**src/logic/camera_pkg.sv**
```systemverilog
`default_nettype none

package camera_pkg;

  // parallel sensor bus, one byte per pclk
  localparam int BYTE_W = 8;

  // two bytes make one pixel, first byte is the upper half
  localparam int PIXEL_W = 2 * BYTE_W;

  // native sensor resolution
  localparam int DEF_HRES = 1280;
  localparam int DEF_VRES = 720;

  // which byte of the pair we are waiting for
  typedef enum logic {
    BYTE_HIGH = 1'b0,
    BYTE_LOW  = 1'b1
  } byte_phase_t;

endpackage

`default_nettype wire

```
**src/logic/stream_pkg.sv**
```systemverilog
`default_nettype none

package stream_pkg;

  // memory-writer word, 16 luminance bytes
  localparam int CHUNK_W     = 128;
  localparam int CHUNK_BYTES = 16;

  typedef enum logic {
    STACK_FILL = 1'b0,  // gathering bytes
    STACK_HOLD = 1'b1   // full chunk offered downstream
  } stack_state_t;

endpackage

`default_nettype wire
```
**src/logic/camera_capture_top.sv**
```systemverilog
`timescale 1ns/1ps
`default_nettype none

module camera_capture_top #(
  parameter int HRES = camera_pkg::DEF_HRES,
  parameter int VRES = camera_pkg::DEF_VRES
) (
  input  logic                                 clk_camera,
  input  logic                                 sys_rst_camera,
  input  logic [camera_pkg::BYTE_W-1:0]          camera_d,
  input  logic                                 cam_pclk,
  input  logic                                 cam_hsync,
  input  logic                                 cam_vsync,
  input  logic                                 chunk_tready,
  output logic [$clog2((HRES/2)*(VRES/2))-1:0] fb_addr,
  output logic [camera_pkg::PIXEL_W-1:0]         fb_data,
  output logic                                 fb_wr_en,
  output logic [stream_pkg::CHUNK_W-1:0]         chunk_tdata,
  output logic                                 chunk_tvalid,
  output logic                                 chunk_tlast,
  output logic                                 overflow
);
  import camera_pkg::*;

  localparam int HC_W = $clog2(HRES);
  localparam int VC_W = $clog2(VRES);

  // synchronised camera bus
  logic [BYTE_W-1:0]  sync_d;
  logic               sync_hsync;
  logic               sync_vsync;
  logic               pclk_rise;

  // reconstructed pixel stream, shared by both consumers
  logic               pix_valid;
  logic [PIXEL_W-1:0] pix_data;
  logic [HC_W-1:0]    pix_hcount;
  logic [VC_W-1:0]    pix_vcount;
  logic               pix_last;

  camera_sync u_sync (
    .clk_camera(clk_camera), .sys_rst_camera(sys_rst_camera),
    .camera_d(camera_d), .cam_pclk(cam_pclk),
    .cam_hsync(cam_hsync), .cam_vsync(cam_vsync),
    .sync_d(sync_d), .sync_hsync(sync_hsync),
    .sync_vsync(sync_vsync), .pclk_rise(pclk_rise)
  );

  pixel_reconstruct #(.HRES(HRES), .VRES(VRES)) u_reconstruct (
    .clk_camera(clk_camera), .sys_rst_camera(sys_rst_camera),
    .sync_d(sync_d), .sync_hsync(sync_hsync),
    .sync_vsync(sync_vsync), .pclk_rise(pclk_rise),
    .pix_valid(pix_valid), .pix_data(pix_data),
    .pix_hcount(pix_hcount), .pix_vcount(pix_vcount), .pix_last(pix_last)
  );

  frame_downsampler #(.HRES(HRES), .VRES(VRES)) u_downsample (
    .clk_camera(clk_camera), .sys_rst_camera(sys_rst_camera),
    .pix_valid(pix_valid), .pix_data(pix_data),
    .pix_hcount(pix_hcount), .pix_vcount(pix_vcount),
    .fb_addr(fb_addr), .fb_data(fb_data), .fb_wr_en(fb_wr_en)
  );

  pixel_stacker u_stacker (
    .clk_camera(clk_camera), .sys_rst_camera(sys_rst_camera),
    .pix_valid(pix_valid), .pix_data(pix_data), .pix_last(pix_last),
    .chunk_tready(chunk_tready), .chunk_tdata(chunk_tdata),
    .chunk_tvalid(chunk_tvalid), .chunk_tlast(chunk_tlast), .overflow(overflow)
  );

endmodule

`default_nettype wire

```
**src/logic/camera_sync.sv**
```systemverilog
`timescale 1ns/1ps
`default_nettype none

module camera_sync (
  input  logic                        clk_camera,
  input  logic                        sys_rst_camera,
  input  logic [camera_pkg::BYTE_W-1:0] camera_d,
  input  logic                        cam_pclk,
  input  logic                        cam_hsync,
  input  logic                        cam_vsync,
  output logic [camera_pkg::BYTE_W-1:0] sync_d,
  output logic                        sync_hsync,
  output logic                        sync_vsync,
  output logic                        pclk_rise
);
  import camera_pkg::*;

  logic [BYTE_W-1:0] d_meta;
  logic [2:0]        ctl_meta;  // {vsync, hsync, pclk}
  logic              pclk_sync;
  logic              pclk_prev;

  // two flops for the data byte
  always_ff @(posedge clk_camera) begin
    d_meta <= camera_d;
    sync_d <= d_meta;
  end

  always_ff @(posedge clk_camera) begin
    if (sys_rst_camera) begin
      ctl_meta   <= 3'b000;
      pclk_sync  <= 1'b0;
      sync_hsync <= 1'b0;
      sync_vsync <= 1'b0;
      pclk_prev  <= 1'b0;
    end else begin
      ctl_meta   <= {cam_vsync, cam_hsync, cam_pclk};
      pclk_sync  <= ctl_meta[0];
      sync_hsync <= ctl_meta[1];
      sync_vsync <= ctl_meta[2];
      pclk_prev  <= pclk_sync;  // edge detect on the clean copy
    end
  end

  assign pclk_rise = pclk_sync & ~pclk_prev;

endmodule

`default_nettype wire

```
**src/logic/frame_downsampler.sv**
```systemverilog
`timescale 1ns/1ps
`default_nettype none

module frame_downsampler #(
  parameter int HRES = camera_pkg::DEF_HRES,
  parameter int VRES = camera_pkg::DEF_VRES
) (
  input  logic                                    clk_camera,
  input  logic                                    sys_rst_camera,
  input  logic                                    pix_valid,
  input  logic [camera_pkg::PIXEL_W-1:0]            pix_data,
  input  logic [$clog2(HRES)-1:0]                 pix_hcount,
  input  logic [$clog2(VRES)-1:0]                 pix_vcount,
  output logic [$clog2((HRES/2)*(VRES/2))-1:0]    fb_addr,
  output logic [camera_pkg::PIXEL_W-1:0]            fb_data,
  output logic                                    fb_wr_en
);

  localparam int FB_AW = $clog2((HRES / 2) * (VRES / 2));

  logic keep;  // even column on an even row

  assign keep = pix_valid & ~pix_hcount[0] & ~pix_vcount[0];

  always_ff @(posedge clk_camera) begin
    if (sys_rst_camera) begin
      fb_wr_en <= 1'b0;
    end else begin
      fb_wr_en <= keep;
    end
  end

  // x/2 + (y/2)*w/2, quarter-size image
  always_ff @(posedge clk_camera) begin
    if (pix_valid) begin
      fb_addr <= FB_AW'(pix_hcount >> 1) + FB_AW'((pix_vcount >> 1) * (HRES / 2));
      fb_data <= pix_data;
    end
  end

endmodule

`default_nettype wire

```
**src/logic/pixel_reconstruct.sv**
```systemverilog
`timescale 1ns/1ps
`default_nettype none

module pixel_reconstruct #(
  parameter int HRES = camera_pkg::DEF_HRES,
  parameter int VRES = camera_pkg::DEF_VRES
) (
  input  logic                         clk_camera,
  input  logic                         sys_rst_camera,
  input  logic [camera_pkg::BYTE_W-1:0]  sync_d,
  input  logic                         sync_hsync,
  input  logic                         sync_vsync,
  input  logic                         pclk_rise,
  output logic                         pix_valid,
  output logic [camera_pkg::PIXEL_W-1:0] pix_data,
  output logic [$clog2(HRES)-1:0]      pix_hcount,
  output logic [$clog2(VRES)-1:0]      pix_vcount,
  output logic                         pix_last
);
  import camera_pkg::*;

  localparam int HC_W = $clog2(HRES);
  localparam int VC_W = $clog2(VRES);

  byte_phase_t       phase;
  logic [BYTE_W-1:0] high_byte;   // first byte of the pair
  logic [HC_W-1:0]   hcount;
  logic [VC_W-1:0]   vcount;
  logic              hsync_prev;
  logic              hsync_fall;
  logic              capture;
  logic              take_low;

  assign hsync_fall = hsync_prev & ~sync_hsync;
  assign capture    = pclk_rise & sync_hsync & sync_vsync;
  assign take_low   = capture && (phase == BYTE_LOW);

  always_ff @(posedge clk_camera) begin
    if (sys_rst_camera) begin
      phase      <= BYTE_HIGH;
      hcount     <= '0;
      vcount     <= '0;
      hsync_prev <= 1'b0;
      pix_valid  <= 1'b0;
      pix_last   <= 1'b0;
      pix_hcount <= '0;
      pix_vcount <= '0;
    end else begin
      hsync_prev <= sync_hsync;
      pix_valid  <= 1'b0;
      if (!sync_vsync) begin
        // between frames, everything back to the origin
        phase  <= BYTE_HIGH;
        hcount <= '0;
        vcount <= '0;
      end else if (hsync_fall) begin
        phase  <= BYTE_HIGH;
        hcount <= '0;
        vcount <= vcount + 1'b1;
      end else if (capture) begin
        if (phase == BYTE_HIGH) begin
          phase <= BYTE_LOW;
        end else begin
          phase      <= BYTE_HIGH;
          pix_valid  <= 1'b1;
          pix_hcount <= hcount;
          pix_vcount <= vcount;
          pix_last   <= (hcount == HC_W'(HRES - 1)) && (vcount == VC_W'(VRES - 1));
          hcount     <= hcount + 1'b1;
        end
      end
    end
  end

  always_ff @(posedge clk_camera) begin
    if (capture && phase == BYTE_HIGH) high_byte <= sync_d;
    if (take_low) pix_data <= {high_byte, sync_d};  // upper byte came first
  end

endmodule

`default_nettype wire

```
**src/logic/pixel_stacker.sv**
```systemverilog
`timescale 1ns/1ps
`default_nettype none

module pixel_stacker (
  input  logic                           clk_camera,
  input  logic                           sys_rst_camera,
  input  logic                           pix_valid,
  input  logic [camera_pkg::PIXEL_W-1:0]   pix_data,
  input  logic                           pix_last,
  input  logic                           chunk_tready,
  output logic [stream_pkg::CHUNK_W-1:0]   chunk_tdata,
  output logic                           chunk_tvalid,
  output logic                           chunk_tlast,
  output logic                           overflow
);
  import camera_pkg::*;
  import stream_pkg::*;

  localparam int FILL_W = $clog2(CHUNK_BYTES);

  stack_state_t      state;
  logic [FILL_W-1:0] fill;      // next byte slot
  logic [BYTE_W-1:0] luma;
  logic              accept;
  logic              close;

  assign luma   = pix_data[BYTE_W-1:0];  // low byte is Y
  assign accept = pix_valid && (state == STACK_FILL);
  assign close  = accept && (pix_last || fill == FILL_W'(CHUNK_BYTES - 1));

  always_ff @(posedge clk_camera) begin
    if (sys_rst_camera) begin
      state       <= STACK_FILL;
      fill        <= '0;
      chunk_tlast <= 1'b0;
      overflow    <= 1'b0;
    end else begin
      case (state)
        STACK_FILL: begin
          if (close) begin
            state       <= STACK_HOLD;
            fill        <= '0;
            chunk_tlast <= pix_last;  // early close at frame end
          end else if (accept) begin
            fill <= fill + 1'b1;
          end
        end
        STACK_HOLD: begin
          if (pix_valid) overflow <= 1'b1;  // byte lost, sticky until reset
          if (chunk_tready) begin
            state       <= STACK_FILL;
            chunk_tlast <= 1'b0;
          end
        end
        default: state <= STACK_FILL;
      endcase
    end
  end

  // slot 0 wipes the rest, so a short chunk is zero filled
  always_ff @(posedge clk_camera) begin
    if (accept) begin
      if (fill == '0) begin
        chunk_tdata <= CHUNK_W'(luma);
      end else begin
        chunk_tdata[fill*BYTE_W +: BYTE_W] <= luma;
      end
    end
  end

  assign chunk_tvalid = (state == STACK_HOLD);

endmodule

`default_nettype wire

```
**config.mk**
```make
export PLATFORM = sky130hd
export DESIGN_NAME = camera_capture_top
export DESIGN_NICKNAME = d
export VERILOG_FILES = /design/src/logic/camera_pkg.sv /design/src/logic/stream_pkg.sv /design/src/logic/camera_capture_top.sv /design/src/logic/camera_sync.sv /design/src/logic/frame_downsampler.sv /design/src/logic/pixel_reconstruct.sv /design/src/logic/pixel_stacker.sv
export SDC_FILE = /design/constraint.sdc
export NUM_CORES = 1
export LEC_CHECK = 0
export BUFFER_PORTS_ARGS = -buffer_cell sky130_fd_sc_hd__buf_2
export CORE_AREA = 4 4 139 141
export DETAILED_ROUTE_END_ITERATION = 7
export DIE_AREA = 0 0 143 145
export PLACE_DENSITY = 0.86
export SYNTH_ARGS = -nofsm -noshare
export SYNTH_HDL_FRONTEND = slang
export SYNTH_SLANG_ARGS = --single-unit
```
**constraint.sdc**
```tcl
create_clock -name clk_camera -period 14.3 [get_ports clk_camera]
set_clock_uncertainty 0.2 [all_clocks]
set_input_delay 2.145 -clock clk_camera [delete_from_list [all_inputs] [get_ports clk_camera]]
set_output_delay 2.145 -clock clk_camera [all_outputs]
set_load 0.02 [all_outputs]
```
==> flow_summary.toml <==
[global_routing]
grt_max_degree = 74
overflow = 0
antenna_found_initial = 0
grt_pass1_vias = 7430
grt_pass1_wl_mm = 39.7
grt.total_usage = 0.237

[die]
initial_core_util = 0.607
die_w_um = 143
dieHeight_um = 145
core_area_um2 = 18000
io_pins = 180
fp.dieArea_um2 = 20700
fp-row-count = 49

[route]
drc_errors = 0
detail_route.iter0.violations = 738
wirelength_mm = 25.4
first_pass_iters = 5
detail-route-antenna-nets = 0
via_count = 7868
viasPerCell = 5.85
wl_per_cell_um = 18.9

[clocking]
clkTransAtPathRegs_ps = 70
post-cts-setup-buffer-count = 0
hold_buffers = 0
cts-resized-gates = 0
cts_buffers = 26
clock_path_buffers = 3
h-tree-depth = 1
cts_tree = "yes"
cts.sinks = 263
insertion_delay_ps = 520
ctsRootBufferMaster = "clkbuf_16"

[setup_path]
critPathLaunch = "u_stacker.chunk_tvalid"
setup.worst_path.end = "chunk_tvalid"
slowest_stage = "dfxtp_1"
r2r_start = "u_stacker.fill[0]"
reg2reg_to = "u_stacker.chunk_tdata[62]"
worst_setup_path_start_kind = "register"
cp-end-kind = "output port"
max_stage_delay_ps = 470
r2r_cells = 8
worstPathBufferInverterCount = 1
cp_num_cells = 1
crit_type = "register to output port"
reg2reg_slack_ps = 10750
cp_max_fo = 5
required_ps = 11950
critical_path.top_delay_family = "flip-flops"
path_cells = "buf_2"
arrival_ps = 1220

[power]
comb_power_share = 0.003
p_int_mw = 1.24
vdd_ir_drop_max_mv = 0.125
powerDensity_nw_per_um2 = 120
power_leakage_nw = 4.68
power_switching_mw = 0.291
switching_share = 0.190
seqPwrFrac = 0.529
clkPwrFrac = 0.468

[hold_path]
min_path_type = "register to register"
hold_path_depth = 0

[timing]
finalCritPeriodShare = 0.249
maxSlewViolCount = 0
final.setup.tns_ps = 0
max_slew_margin = 0.216
setup_viol = 0
fin_crit_ps = 3560
rsz0062_at_grt = "false"
worst_pin_slew_ps = 1180
hold_violations = 0
fmax_mhz = 281

[final_layout]
fin_nets = 1138
drive_gt1_frac = 0.219
regArea_um2 = 7130
fin_area_um2 = 12800
multiInputGateArea_um2 = 3520
final_util = 0.714
syn2layout_area_growth_pct = 17.6
filler_cell_count = 1253
stdcell_count = 1346
n_antenna_cell = 0

[yosys]
synth_adder_area_share = 0.0324
synthSimpleGateAreaFrac = 0.169
synth_top_family_by_area = "simple AND/OR/NAND/NOR gates"
synth_xor_area_frac = 0.0280
yosysTopAreaCell = "edfxtp_1"
syn-num-nets = 976
synth.top_cell.area_share = 0.512
syn-cell-area_um2 = 10900
synth_edf_count = 186
ys.flop_type = "edfxtp_1"
synthTopCellsByArea = "edfxtp_1 51%, dfxtp_1 14%, nand2_1 4.4%"
netlist_instances = 935
synth_compound_area_frac = 0.0706
synthDistinctLibCells = 51
muxShareOfSynthArea = 0.0220
synth.avg_cell_area_um2 = 11.7
ys_seq_elements = 263
yosysWarnings = 0
yosysMostFrequentCell = "edfxtp_1"
synthArstFlopShare = 0
yosysSeqAreaShare = 0.654
synth_common_cells = "186 x edfxtp_1, 128 x nand2_1, 91 x nand3_1, 77 x dfxtp_1, 74 x a21oi_1"

[placed_design]
dpl-instance-area_um2 = 11900
routabilityCongestion = 0.840
io_buffers = 179
hpwlAfterDp_mm = 16.5
dp.cells = 1298

[run]
maxCapViolations = 0

[run_status]
status = "finished clean"
placed cells by master, fill, tap and decap left out, drive strengths merged, types with 24 or more instances in the layout:
cell / synthesis / final
nand3: 92 / 92
dfxtp: 77 / 77
clkbuf: 26 / 31
nor2: 73 / 73
ha: 25 / 25
buf: 24 / 184
nand2: 131 / 131
a21oi: 74 / 74
mux2i: 24 / 24
edfxtp: 186 / 186
o21ai: 64 / 64
state kept, by name, summed over array words and instances (netlist names), 3 cells and up:
register / cells
u_downsample.fb_addr: 18
u_downsample.fb_data: 16
u_reconstruct.hcount: 11
u_reconstruct.high_byte: 8
u_reconstruct.pix_data: 16
u_reconstruct.pix_hcount: 11
u_reconstruct.pix_vcount: 10
u_reconstruct.vcount: 10
u_stacker.chunk_tdata: 128
u_stacker.fill: 4
u_sync.ctl_meta: 3
u_sync.d_meta: 8
u_sync.sync_d: 8
routing by layer:
layer | track usage | share of wire | routed length (um)
met1 | 0.337 | 0.41 | 10300
met2 | 0.385 | 0.48 | 12200
met3 | 0.0424 | 0.094 | 2380
met4 | 0.0532 | 0.018 | 455
met5 | 0 | 0 | 0
power by group through the flow:
stage	sequential [mW]	combinational (mW)	clock [mW]
floorplan	0.826	0.00298	0
global placement	0.826	0.00490	0
detailed placement	0.827	0.00505	0
CTS	0.810	0.00511	0.727
global route	0.810	0.00568	0.760
finish	0.810	0.00508	0.717
cell families (layout without fill, tap and decap cells):
group	count (synthesis)	in the layout
and+or+nand+nor	380	380
adders and majority gates	27	27
xor gates and xnor gates	34	34
DFF	263	263
muxes	24	24
buffers and inverters	59	241
AOI/OAI and AO/OA	148	148
worst min-delay path by stage:
stage / start / to / slack [ps]
after global routing: u_sync.d_meta[6] / u_sync.sync_d[6] / 130
after CTS: u_sync.d_meta[4] / u_sync.sync_d[4] / 130
after global placement: u_sync.d_meta[5] / u_sync.sync_d[5] / 110
after floorplan: u_sync.d_meta[0] / u_sync.sync_d[0] / 110
after detailed placement: u_sync.d_meta[4] / u_sync.sync_d[4] / 110
final: u_sync.d_meta[4] / u_sync.sync_d[4] / 130
worst register-to-register path: cells and delay by family, from the launching register on:
kind                     cells  cell delay (ps)
AND/OR/NAND/NOR              4             1730
AO/OA/AOI/OAI                2              180
buffers and inverters        1              190
flip-flops                   1              740
adder cells (fa/ha/maj)      1              250
per-stage QoR:
| step | hold slack (ps) | setup WS, ps | total power [mW] |
|---|---|---|---|
| detailed placement | 112 | 10470 | 0.832 |
| global placement | 111 | 10520 | 0.831 |
| floorplan | 110 | 8230 | 0.829 |
| finish | 126 | 10740 | 1.53 |
| global route | 129 | 10460 | 1.58 |
| CTS | 127 | 10710 | 1.54 |
cell type report:
cell class,instances,share of cell area
clock buffers,31,0.0589
multi-input cells,613,0.275
inverters,9,0.00264
flip-flops and latches,263,0.556
clock inverters,17,0.0128
repair buffers,184,0.0728
well taps,229,0.0224
No activity file was read; power rests on OpenSTA's default activity.
